<file path="config.mk">
export PLATFORM = sky130hd
export DESIGN_NAME = rvDecodeUnit
export DESIGN_NICKNAME = d
export VERILOG_FILES = /design/src/rvDecodePkg.sv /design/src/laneSplitter.sv /design/src/decodeLane.sv /design/src/bundleCollector.sv /design/src/rvDecodeUnit.sv
export VERILOG_INCLUDE_DIRS = /design/src
export SDC_FILE = /design/constraint.sdc
export NUM_CORES = 1
export LEC_CHECK = 0
export ABC_AREA = 1
export BUFFER_PORTS_ARGS = -buffer_cell sky130_fd_sc_hd__buf_2
export CAP_MARGIN = 20
export CORE_MARGIN = 2
export CORE_UTILIZATION = 40
export DETAILED_ROUTE_END_ITERATION = 10
export PLACE_DENSITY_LB_ADDON = 0.1
export SETUP_SLACK_MARGIN = 0.15
export SLEW_MARGIN = 10
export SYNTH_ARGS = -nofsm -noshare
export SYNTH_HDL_FRONTEND = slang
export SYNTH_SLANG_ARGS = --single-unit
export TNS_END_PERCENT = 50
</file>
<file path="constraint.sdc">
create_clock -name clk -period 11.6 [get_ports clk]
set_input_delay 0.58 -clock clk [delete_from_list [all_inputs] [get_ports clk]]
set_output_delay 0.58 -clock clk [all_outputs]
set_load 0.005 [all_outputs]
</file>
<file path="src/rvDecode_defines.svh">
`ifndef RVDECODE_DEFINES_SVH
`define RVDECODE_DEFINES_SVH

// instructions per fetch packet, also the lane count
`define RV_LANES 2

// data, pc and immediate width
`define RV_XLEN 32

// fetchValid to decodeValid, in cycles
// splitter + lane + collector, one stage each
`define RV_DEC_LATENCY 3

`endif

</file>
<file path="src/rvDecodePkg.sv">
`include "rvDecode_defines.svh"

package rvDecodePkg;

    // rv32i major opcodes handled here, everything else decodes illegal
    typedef enum logic [6:0] {
        OPC_LOAD   = 7'b0000011,
        OPC_STORE  = 7'b0100011,
        OPC_OP     = 7'b0110011,
        OPC_OP_IMM = 7'b0010011,
        OPC_BRANCH = 7'b1100011,
        OPC_AUIPC  = 7'b0010111,
        OPC_LUI    = 7'b0110111,
        OPC_JAL    = 7'b1101111,
        OPC_JALR   = 7'b1100111
    } opcode_e;

    // write-back source
    typedef enum logic [1:0] {
        RES_ALU  = 2'b00,
        RES_MEM  = 2'b01,
        RES_PC4  = 2'b10   // link address
    } resultSrc_e;

    // next pc source
    typedef enum logic [1:0] {
        PC_PLUS4      = 2'b00,
        PC_PLUS_IMM   = 2'b01, // branch / jal
        PC_ALU_RESULT = 2'b10  // jalr
    } pcSrc_e;

    typedef enum logic [2:0] {
        IMM_I = 3'b000,
        IMM_S = 3'b001,
        IMM_B = 3'b010,
        IMM_U = 3'b011,
        IMM_J = 3'b100
    } immFmt_e;

    typedef enum logic [3:0] {
        ALU_ADD    = 4'd0,
        ALU_SUB    = 4'd1,
        ALU_SLL    = 4'd2,
        ALU_SLT    = 4'd3,
        ALU_SLTU   = 4'd4,
        ALU_XOR    = 4'd5,
        ALU_SRL    = 4'd6,
        ALU_SRA    = 4'd7,
        ALU_OR     = 4'd8,
        ALU_AND    = 4'd9,
        ALU_PASS_B = 4'd10  // lui
    } aluOp_e;

    // encoded as funct3 of the load/store itself
    typedef enum logic [2:0] {
        MEM_BYTE   = 3'b000,
        MEM_HALF   = 3'b001,
        MEM_WORD   = 3'b010,
        MEM_BYTE_U = 3'b100,
        MEM_HALF_U = 3'b101
    } memSize_e;

    typedef struct packed {
        logic [`RV_XLEN-1:0]            pc;    // pc of lane 0
        logic [`RV_LANES-1:0][31:0]     instr;
    } fetchPacket_t;

    typedef struct packed {
        logic [31:0]         instr;
        logic [`RV_XLEN-1:0] pc;
    } laneIn_t;

    typedef struct packed {
        logic                valid;
        logic                illegal;
        logic [`RV_XLEN-1:0] pc;
        logic [4:0]          rd;
        logic [4:0]          rs1;
        logic [4:0]          rs2;
        logic [`RV_XLEN-1:0] imm;
        resultSrc_e          resultSrc;
        pcSrc_e              pcSrc;
        immFmt_e             immFmt;
        aluOp_e              aluOp;
        memSize_e            memSize;
        logic                aluSrc;    // operand b is the immediate
        logic                regWrite;
        logic                memWrite;
        logic                branch;
        logic                jump;
        logic                usesPc;    // operand a is the pc
    } laneCtrl_t;

    typedef struct packed {
        laneCtrl_t [`RV_LANES-1:0] lane;
        logic                      illegalAny;
        logic [`RV_LANES-1:0]      squashMask;
    } decodeBundle_t;

endpackage

</file>
<file path="src/laneSplitter.sv">
`timescale 1ns/1ps
`include "rvDecode_defines.svh"

module laneSplitter import rvDecodePkg::*; (
    input  logic                         clk,
    input  logic                         rstN,
    input  logic                         fetchValid,  // one-cycle strobe
    input  fetchPacket_t                 fetchPacket,
    output logic                         laneValid,   // shared by every lane
    output laneIn_t [`RV_LANES-1:0]      laneIn
);

    fetchPacket_t pktQ;  // captured packet

    // strobe stage
    always_ff @(posedge clk or negedge rstN) begin
        if (!rstN) begin
            laneValid <= 1'b0;
        end else begin
            laneValid <= fetchValid;
        end
    end

    // packet payload, held between strobes
    always_ff @(posedge clk) begin
        if (fetchValid) begin
            pktQ <= fetchPacket;
        end
    end

    // one word per lane, pc steps by four per lane
    for (genvar i = 0; i < `RV_LANES; i++) begin : gSlice
        assign laneIn[i].instr = pktQ.instr[i];
        assign laneIn[i].pc    = pktQ.pc + `RV_XLEN'(4 * i);
    end

endmodule

</file>
<file path="src/decodeLane.sv">
`timescale 1ns/1ps
`include "rvDecode_defines.svh"

module decodeLane import rvDecodePkg::*; (
    input  logic      clk,
    input  logic      rstN,
    input  logic      inValid,   // lane strobe from splitter
    input  laneIn_t   laneIn,
    output logic      outValid,
    output laneCtrl_t laneCtrl
);

    opcode_e    opcode;
    logic [2:0] funct3;
    logic [6:0] funct7;
    logic [31:0] instr;
    laneCtrl_t  ctrlD;     // decoded, before the register

    // funct3 to alu op for OP / OP_IMM, altOp picks sub/sra
    function automatic aluOp_e aluFromFunct3(input logic [2:0] f3, input logic altOp);
        aluOp_e op;
        case (f3)
            3'b000:  op = altOp ? ALU_SUB : ALU_ADD;
            3'b001:  op = ALU_SLL;
            3'b010:  op = ALU_SLT;
            3'b011:  op = ALU_SLTU;
            3'b100:  op = ALU_XOR;
            3'b101:  op = altOp ? ALU_SRA : ALU_SRL;
            3'b110:  op = ALU_OR;
            default: op = ALU_AND;
        endcase
        return op;
    endfunction

    assign instr  = laneIn.instr;
    assign opcode = opcode_e'(instr[6:0]);
    assign funct3 = instr[14:12];
    assign funct7 = instr[31:25];

    always_comb begin
        // safe defaults, nothing written
        ctrlD           = '0;
        ctrlD.valid     = inValid;
        ctrlD.pc        = laneIn.pc;
        ctrlD.rd        = instr[11:7];
        ctrlD.rs1       = instr[19:15];
        ctrlD.rs2       = instr[24:20];
        ctrlD.resultSrc = RES_ALU;
        ctrlD.pcSrc     = PC_PLUS4;
        ctrlD.immFmt    = IMM_I;
        ctrlD.aluOp     = ALU_ADD;
        ctrlD.memSize   = MEM_WORD;

        case (opcode)
            OPC_LOAD: begin
                ctrlD.aluSrc    = 1'b1;     // base + offset
                ctrlD.regWrite  = 1'b1;
                ctrlD.resultSrc = RES_MEM;
                ctrlD.memSize   = memSize_e'(funct3);
                ctrlD.illegal   = (funct3 == 3'b011) || funct3[2:1] == 2'b11;
            end
            OPC_STORE: begin
                ctrlD.aluSrc   = 1'b1;
                ctrlD.memWrite = 1'b1;
                ctrlD.immFmt   = IMM_S;
                ctrlD.memSize  = memSize_e'(funct3);
                ctrlD.illegal  = funct3[2] || funct3 == 3'b011; // sb/sh/sw only
            end
            OPC_OP: begin
                ctrlD.regWrite = 1'b1;     // register operand b
                ctrlD.aluOp    = aluFromFunct3(funct3, funct7[5]);
                // only add/sub and srl/sra have an alternate funct7
                if (funct7 == 7'b0100000) begin
                    ctrlD.illegal = !(funct3 == 3'b000 || funct3 == 3'b101);
                end else begin
                    ctrlD.illegal = (funct7 != 7'b0000000);
                end
            end
            OPC_OP_IMM: begin
                ctrlD.aluSrc   = 1'b1;
                ctrlD.regWrite = 1'b1;
                // no subi, funct7 only matters for srai
                ctrlD.aluOp    = aluFromFunct3(funct3, funct3 == 3'b101 && funct7[5]);
                if (funct3 == 3'b001) begin
                    ctrlD.illegal = (funct7 != 7'b0000000);   // slli
                end else if (funct3 == 3'b101) begin
                    ctrlD.illegal = (funct7 != 7'b0000000) && (funct7 != 7'b0100000);
                end
            end
            OPC_BRANCH: begin
                ctrlD.branch = 1'b1;
                ctrlD.immFmt = IMM_B;
                ctrlD.pcSrc  = PC_PLUS_IMM;
                case (funct3[2:1])
                    2'b00:   ctrlD.aluOp = ALU_SUB;   // beq/bne
                    2'b10:   ctrlD.aluOp = ALU_SLT;   // blt/bge
                    2'b11:   ctrlD.aluOp = ALU_SLTU;  // bltu/bgeu
                    default: ctrlD.illegal = 1'b1;
                endcase
            end
            OPC_AUIPC: begin
                ctrlD.aluSrc   = 1'b1;
                ctrlD.regWrite = 1'b1;
                ctrlD.usesPc   = 1'b1;  // pc + upper imm
                ctrlD.immFmt   = IMM_U;
            end
            OPC_LUI: begin
                ctrlD.aluSrc   = 1'b1;
                ctrlD.regWrite = 1'b1;
                ctrlD.immFmt   = IMM_U;
                ctrlD.aluOp    = ALU_PASS_B;
            end
            OPC_JAL: begin
                ctrlD.aluSrc    = 1'b1;
                ctrlD.regWrite  = 1'b1;     // link
                ctrlD.jump      = 1'b1;
                ctrlD.usesPc    = 1'b1;
                ctrlD.immFmt    = IMM_J;
                ctrlD.pcSrc     = PC_PLUS_IMM;
                ctrlD.resultSrc = RES_PC4;
            end
            OPC_JALR: begin
                // target is rs1 + imm, so operand a stays rs1
                ctrlD.aluSrc    = 1'b1;
                ctrlD.regWrite  = 1'b1;
                ctrlD.jump      = 1'b1;
                ctrlD.pcSrc     = PC_ALU_RESULT;
                ctrlD.resultSrc = RES_PC4;
                ctrlD.illegal   = (funct3 != 3'b000);
            end
            default: begin
                ctrlD.illegal = 1'b1;   // csr, fence, ecall land here too
            end
        endcase

        // sign-extended immediate per format
        case (ctrlD.immFmt)
            IMM_S:   ctrlD.imm = {{20{instr[31]}}, instr[31:25], instr[11:7]};
            IMM_B:   ctrlD.imm = {{19{instr[31]}}, instr[31], instr[7], instr[30:25],
                                  instr[11:8], 1'b0};
            IMM_U:   ctrlD.imm = {instr[31:12], 12'b0};
            IMM_J:   ctrlD.imm = {{11{instr[31]}}, instr[31], instr[19:12], instr[20],
                                  instr[30:21], 1'b0};
            default: ctrlD.imm = {{20{instr[31]}}, instr[31:20]};
        endcase

        // an illegal word must not touch architectural state
        if (ctrlD.illegal) begin
            ctrlD.regWrite = 1'b0;
            ctrlD.memWrite = 1'b0;
            ctrlD.branch   = 1'b0;
            ctrlD.jump     = 1'b0;
        end
    end

    always_ff @(posedge clk or negedge rstN) begin
        if (!rstN) begin
            outValid <= 1'b0;
        end else begin
            outValid <= inValid;
        end
    end

    // payload only moves on the strobe
    always_ff @(posedge clk) begin
        if (inValid) begin
            laneCtrl <= ctrlD;
        end
    end

endmodule

</file>
<file path="src/bundleCollector.sv">
`timescale 1ns/1ps
`include "rvDecode_defines.svh"

module bundleCollector import rvDecodePkg::*; (
    input  logic                        clk,
    input  logic                        rstN,
    input  logic                        inValid,     // from lane 0
    input  laneCtrl_t [`RV_LANES-1:0]   laneCtrl,
    output logic                        decodeValid,
    output decodeBundle_t               decodeBundle
);

    decodeBundle_t bundleD;

    // lowest jump or illegal lane wins, everything above it is dropped
    always_comb begin
        logic cut;       // set once a redirecting lane is seen
        cut                = 1'b0;
        bundleD            = '0;
        bundleD.lane       = laneCtrl;
        for (int i = 0; i < `RV_LANES; i++) begin
            if (cut) begin
                bundleD.lane[i].valid    = 1'b0;
                bundleD.lane[i].regWrite = 1'b0;
                bundleD.lane[i].memWrite = 1'b0;
                bundleD.lane[i].branch   = 1'b0;
                bundleD.lane[i].jump     = 1'b0;
                bundleD.squashMask[i]    = 1'b1;
            end else begin
                bundleD.illegalAny = bundleD.illegalAny | laneCtrl[i].illegal;
                cut = laneCtrl[i].jump | laneCtrl[i].illegal;
            end
        end
    end

    // bundle cleared on reset so no valid bit leaks out
    always_ff @(posedge clk or negedge rstN) begin
        if (!rstN) begin
            decodeValid  <= 1'b0;
            decodeBundle <= '0;
        end else begin
            decodeValid <= inValid;
            if (inValid) begin
                decodeBundle <= bundleD;
            end
        end
    end

endmodule

</file>
<file path="src/rvDecodeUnit.sv">
`timescale 1ns/1ps
`include "rvDecode_defines.svh"

module rvDecodeUnit import rvDecodePkg::*; (
    input  logic          clk,
    input  logic          rstN,
    input  logic          fetchValid,    // one-cycle strobe, no ready
    input  fetchPacket_t  fetchPacket,
    output logic          decodeValid,   // fetchValid + 3 cycles
    output decodeBundle_t decodeBundle
);

    logic                        laneValid;
    laneIn_t   [`RV_LANES-1:0]   laneIn;
    logic      [`RV_LANES-1:0]   laneOutValid;  // identical, lanes run in lockstep
    laneCtrl_t [`RV_LANES-1:0]   laneCtrl;
    logic                        ctrlValid;

    laneSplitter i_laneSplitter (
        .clk         (clk),
        .rstN        (rstN),
        .fetchValid  (fetchValid),
        .fetchPacket (fetchPacket),
        .laneValid   (laneValid),
        .laneIn      (laneIn)
    );

    for (genvar i = 0; i < `RV_LANES; i++) begin : gLane
        decodeLane i_decodeLane (
            .clk      (clk),
            .rstN     (rstN),
            .inValid  (laneValid),
            .laneIn   (laneIn[i]),
            .outValid (laneOutValid[i]),
            .laneCtrl (laneCtrl[i])
        );
    end

    assign ctrlValid = laneOutValid[0];  // lane 0 speaks for all

    bundleCollector i_bundleCollector (
        .clk          (clk),
        .rstN         (rstN),
        .inValid      (ctrlValid),
        .laneCtrl     (laneCtrl),
        .decodeValid  (decodeValid),
        .decodeBundle (decodeBundle)
    );

endmodule

</file>
# == After elaboration in Yosys (flattened, before gate mapping) ==
# Cells that the tools add are included.
# totals
regBits,503
inputBits,99
# classes
add_sub_neg,1
eq_ne,46
mux,50
bitwise,2
reduce_logical,38
# op_table
operator,n
31-bit case mux with 4 select lines,2
4-bit case mux with 7 select lines,4
"7-bit by 6-bit == test with 1-bit output, second input constant",8
"7-bit == test, second input constant",6
"32-bit by 3-bit adder with 32-bit output, second input constant",1
4-bit case mux with 4 select lines,2
1-bit two-way mux,31
"7-bit by 5-bit == test with 1-bit output, second input constant",4
7-bit OR reduction,4
"3-bit by 2-bit == test with 1-bit output, second input constant",8
"3-bit == test, second input constant",8
3-bit case mux with 4 select lines,2
2-bit OR reduction,10
3-bit case mux with 3 select lines,2
2-bit case mux with 2 select lines,4
"7-bit by 2-bit == test with 1-bit output, second input constant",2
"7-bit by 6-bit != test with 1-bit output, second input constant",2
1-bit case mux with 7 select lines,2
7-bit nonzero test,2
"3-bit by 1-bit == test with 1-bit output, second input constant",4
3-bit OR reduction,4
"2-bit == test, second input constant",4
3-bit zero test,2
1-bit logical OR,6
other kinds (6),13

# == Logic depth before layout (Yosys ltp) ==
# depth
word_depth,5
mapped_depth,10

# == By module ==
# Synthesis repeated with hierarchy kept, for this count alone.
# hier_totals
cells_unflattened,1697
area_unflattened_um2,19396.1
# by_module_without_submodules
module,n_inst,cells_each,area_each_um2,seq_area_each_um2
decodeLane,2,281,3913.8,3027.9
bundleCollector,1,869,7811.2,5129.9
laneSplitter,1,266,3757.4,2907.8

# == Least setup slack after synthesis ==
# Ideal clock, no wire load.
# synth_path
kind,register to register
start,register i_laneSplitter.laneValid
end,register gLane[0].i_decodeLane.outValid
setup_time_ns,0.566
arrival_time_ns,4.318
slack_ns,6.716
path_stages_with_launch,1
path_buffers,0
period_less_slack_ns,4.884
cell_sequence,dfrtp_1
# synth_lines
element,line,text
start: declaration,laneSplitter.sv:9,"output logic laneValid,"
start signal: assignment,laneSplitter.sv:20,laneValid <= fetchValid;
end signal: assignment,decodeLane.sv:160,outValid <= inValid;
end: declaration,decodeLane.sv:9,"output logic outValid,"
# No word-level cell between the ends.

# == Final worst setup path ==
# layout_path
start,register gLane[0].i_decodeLane.outValid
end,register i_bundleCollector.decodeBundle[108] (netlist name)
# No word-level cell between the ends.

==> impl_metrics.toml <==
[global_routing]
grt_usage = 0.194
antenna_found_initial = 8
overflow = 0
grt_pass1_wl_um = 73500
grt_pass1_vias = 12400
grt_max_degree = 112

[setup_path]
crit_slowest_cell = "buf_4"
crit_type = "reg -> reg"
start_kind = "flop"
r2r_end = "i_bundleCollector.decodeBundle[108]"
reg2regPathDepth = 3
path_cells = "inv_6, buf_4, a22o_1"
path_max_fanout = 111
end_kind = "flop"
r2r_slack_ps = 8990
arrival_ps = 3130
crit_end = "i_bundleCollector.decodeBundle[108]"
cp.depth = 3
worst_path_largest_cell_delay_ps = 910
crit_start = "gLane[0].i_decodeLane.outValid"
cp_data_required_time_ps = 12120
cp_top_family = "buffers and inverters"
r2r_start = "gLane[0].i_decodeLane.outValid"
path_buf_inv = 2

[routing]
dr.first_iter.drc_count = 798
wl_per_cell_um = 18.1
wl_um = 47000
route.detailed.drc = 0
vias_per_cell = 4.78
route.vias.total = 12400
antenna_left = 0
drt_pass1_iterations = 7

[timing]
period_minus_slack_ps = 2610
fin_skew_ps = 12.3
worst_pin_slew_ps = 1010
relSlewSlack = 0.328
rsz0062_at_grt = "false"
maxSlewViolCount = 0
fin_crit_sh = 0.225
fmax_ghz = 0.384
report.final.setup_viol = 0
setup_tns_ps = 0
hold_ws_ps = -35.4
hold_viol = 11

[floorplanning]
initial_utilization = 0.405
die_h_um = 221
rows = 79
fp.dieArea_sq_um = 48900
coreArea_sq_um = 46600
die_x_um = 221
num_io_pins = 305

[clock_network]
cts_max_path_buffers = 3
cts_resized = 0
cts_tree = "built"
holdBufCountCts = 0
root_buffer = "clkbuf_16"
cts.clk_slew.worst_paths_ps = 60
clock-sinks = 499
cts_buffers = 53
post_cts_buffers = 0
clkLatencyLatePin_ps = 600
cts.htree.levels = 2

[yosys]
yosysTopAreaCellShare = 0.468
synth_top_area_cell = "edfxtp_1"
ys_seq_area_frac = 0.740
synth_common_cells = "nand2_1, edfxtp_1, dfrtp_1"
synth-edff-count = 294
yosysMostFrequentCell = "nand2_1"
synth_area_per_cell_sq_um = 11.6
synth_nets = 1732
async_flop_share = 0.411
syn_inst = 1632
synth.area.top_cells = "edfxtp_1, dfrtp_1, nand2_1, inv_1, nor2_1"
synth_cell_types = 43
ys_seq_elements = 499
ys.flop_type = "edfxtp_1"
yosysWarnings = 0
netlist_area_sq_um = 18900

[final_layout]
area.growth.synth_to_final_pct = 20.2
layout-drive-gt1-share = 0.216
nNetsFinal = 2045

[status]
status = "finished with violations"
violations = "hold timing"

[pwr]
ir_worst_vdd_mv = 0.122
internal_power_mw = 3.14
seqPwrFrac = 0.527
p_total_mw = 4.12
p_sw_mw = 0.978
power.density_nw_per_um2 = 182
p_clk_frac = 0.396
combPwrFrac = 0.077
power.share.switching = 0.237
p_leak_nw = 10.5

[placement]
dp_hpwl_um = 31400
port_buffers = 303
gp_congestion = 0.866

[hold_path]
hp-class = "in -> async"

[job]
maxCapViolCount = 0
==> worst reg2reg max path, stage by stage (launching register included) <==
cell,delay (ps)
dfrtp_4,610
inv_6,640
buf_4,960
a22o_1,330
==> per-layer routing <==
| metal | global-route usage | wire, um | vias to the layer above | share of wire |
|---|---|---|---|---|
| met5 | 0 | 78 | - | 0.0017 |
| met4 | 0.0613 | 1070 | 10 | 0.023 |
| met3 | 0.0432 | 2700 | 81 | 0.057 |
| met2 | 0.298 | 21500 | 326 | 0.46 |
| met1 | 0.275 | 21700 | 6054 | 0.46 |
| li1 | - | - | 5967 | - |
==> per-stage QoR <==
stage | hold WS [ps] | util | worst slack, ps | cells | cell area (sq um)
2_1_floorplan | 284 | - | 6720 | 1632 | 18900
3_3_place_gp | 414 | 0.451 | 8720 | 2497 | 21000
3_5_place_dp | 412 | 0.451 | 8680 | 2497 | 21000
4_1_cts | 10.9 | 0.487 | 8990 | 2597 | 22700
5_1_grt | 17.2 | 0.487 | 8740 | 2599 | 22700
6_report | -35.4 | 0.487 | 8990 | 2600 | 22700
==> cell type report <==
cell class              count  area [sq um]
repair buffers            311          1590
clock inverters            15           103
inverters                  86           330
flip-flops and latches    499         14000
well taps                 607           759
diodes                      3          7.51
fillers                  4342         23900
clock buffers              85          1580
multi-input cells         994          4330
==> cell families after synthesis <==
logic type      after synthesis  share of synthesized area
other cells                   1                   0.000199
simple gates                903                      0.196
xor+xnor                     25                     0.0116
compound gates               64                     0.0217
fa+ha+maj                     1                   0.000663
buf+inv                     139                     0.0299
flops                       499                      0.740
==> cells in the final DEF (no fill, tap or decap), types with 2 or more instances in the layout <==
cell,Yosys,final
nor2_2,7,7
dfrtp_1,205,203
nand3_1,30,30
clkbuf_16,0,55
clkinv_2,0,5
a21oi_1,2,2
xor2_1,18,18
o21ai_0,29,29
nand2_2,10,10
nand4_1,12,12
nand3b_1,2,2
buf_2,8,301
nand2_1,730,730
nand2_4,5,5
clkbuf_1,35,21
diode_2,0,3
nor3_2,8,8
clkinv_1,0,6
o31ai_1,2,2
inv_6,0,2
inv_1,80,79
edfxtp_1,294,294
nor3_1,13,13
dfrtp_4,0,2
buf_4,3,9
xnor2_1,7,7
inv_2,5,5
o211ai_1,23,23
nor2_1,77,77
clkbuf_8,0,9
a22o_1,4,4
==> power groups by stage <==
stage                     clock network, mW  registers, mW  logic (mW)
final                                  1.63           2.17       0.319
after global routing                   1.75           2.19       0.364
after CTS                              1.67           2.18       0.327
after detailed placement                  0           2.21       0.327
after global placement                    0           2.21       0.321
after floorplan                           0           2.19       0.139
==> worst min-delay path by stage <==
stage                            startpoint                                   to  slack [ps]  cells after the start
floorplan                              rstN       gLane[0].i_decodeLane.outValid         280                      0
global placement    i_laneSplitter.pktQ[65]   gLane[1].i_decodeLane.laneCtrl[68]         410                      0
detailed placement  i_laneSplitter.pktQ[65]   gLane[1].i_decodeLane.laneCtrl[68]         410                      0
CTS                                    rstN  i_bundleCollector.decodeBundle[150]          10                      1
global route                           rstN  i_bundleCollector.decodeBundle[141]          20                      1
finish                                 rstN  i_bundleCollector.decodeBundle[139]         -40                      1
==> registers in the layout, indices dropped and copies added, names as in the netlist <==
signal,flops
i_laneSplitter.laneIn,64
gLane.i_decodeLane.laneCtrl,198
gLane.i_decodeLane.outValid,1
i_bundleCollector.decodeValid,1
i_laneSplitter.pktQ,32
i_bundleCollector.decodeBundle,202
i_laneSplitter.laneValid,1
(Power assumes the default switching activity.)
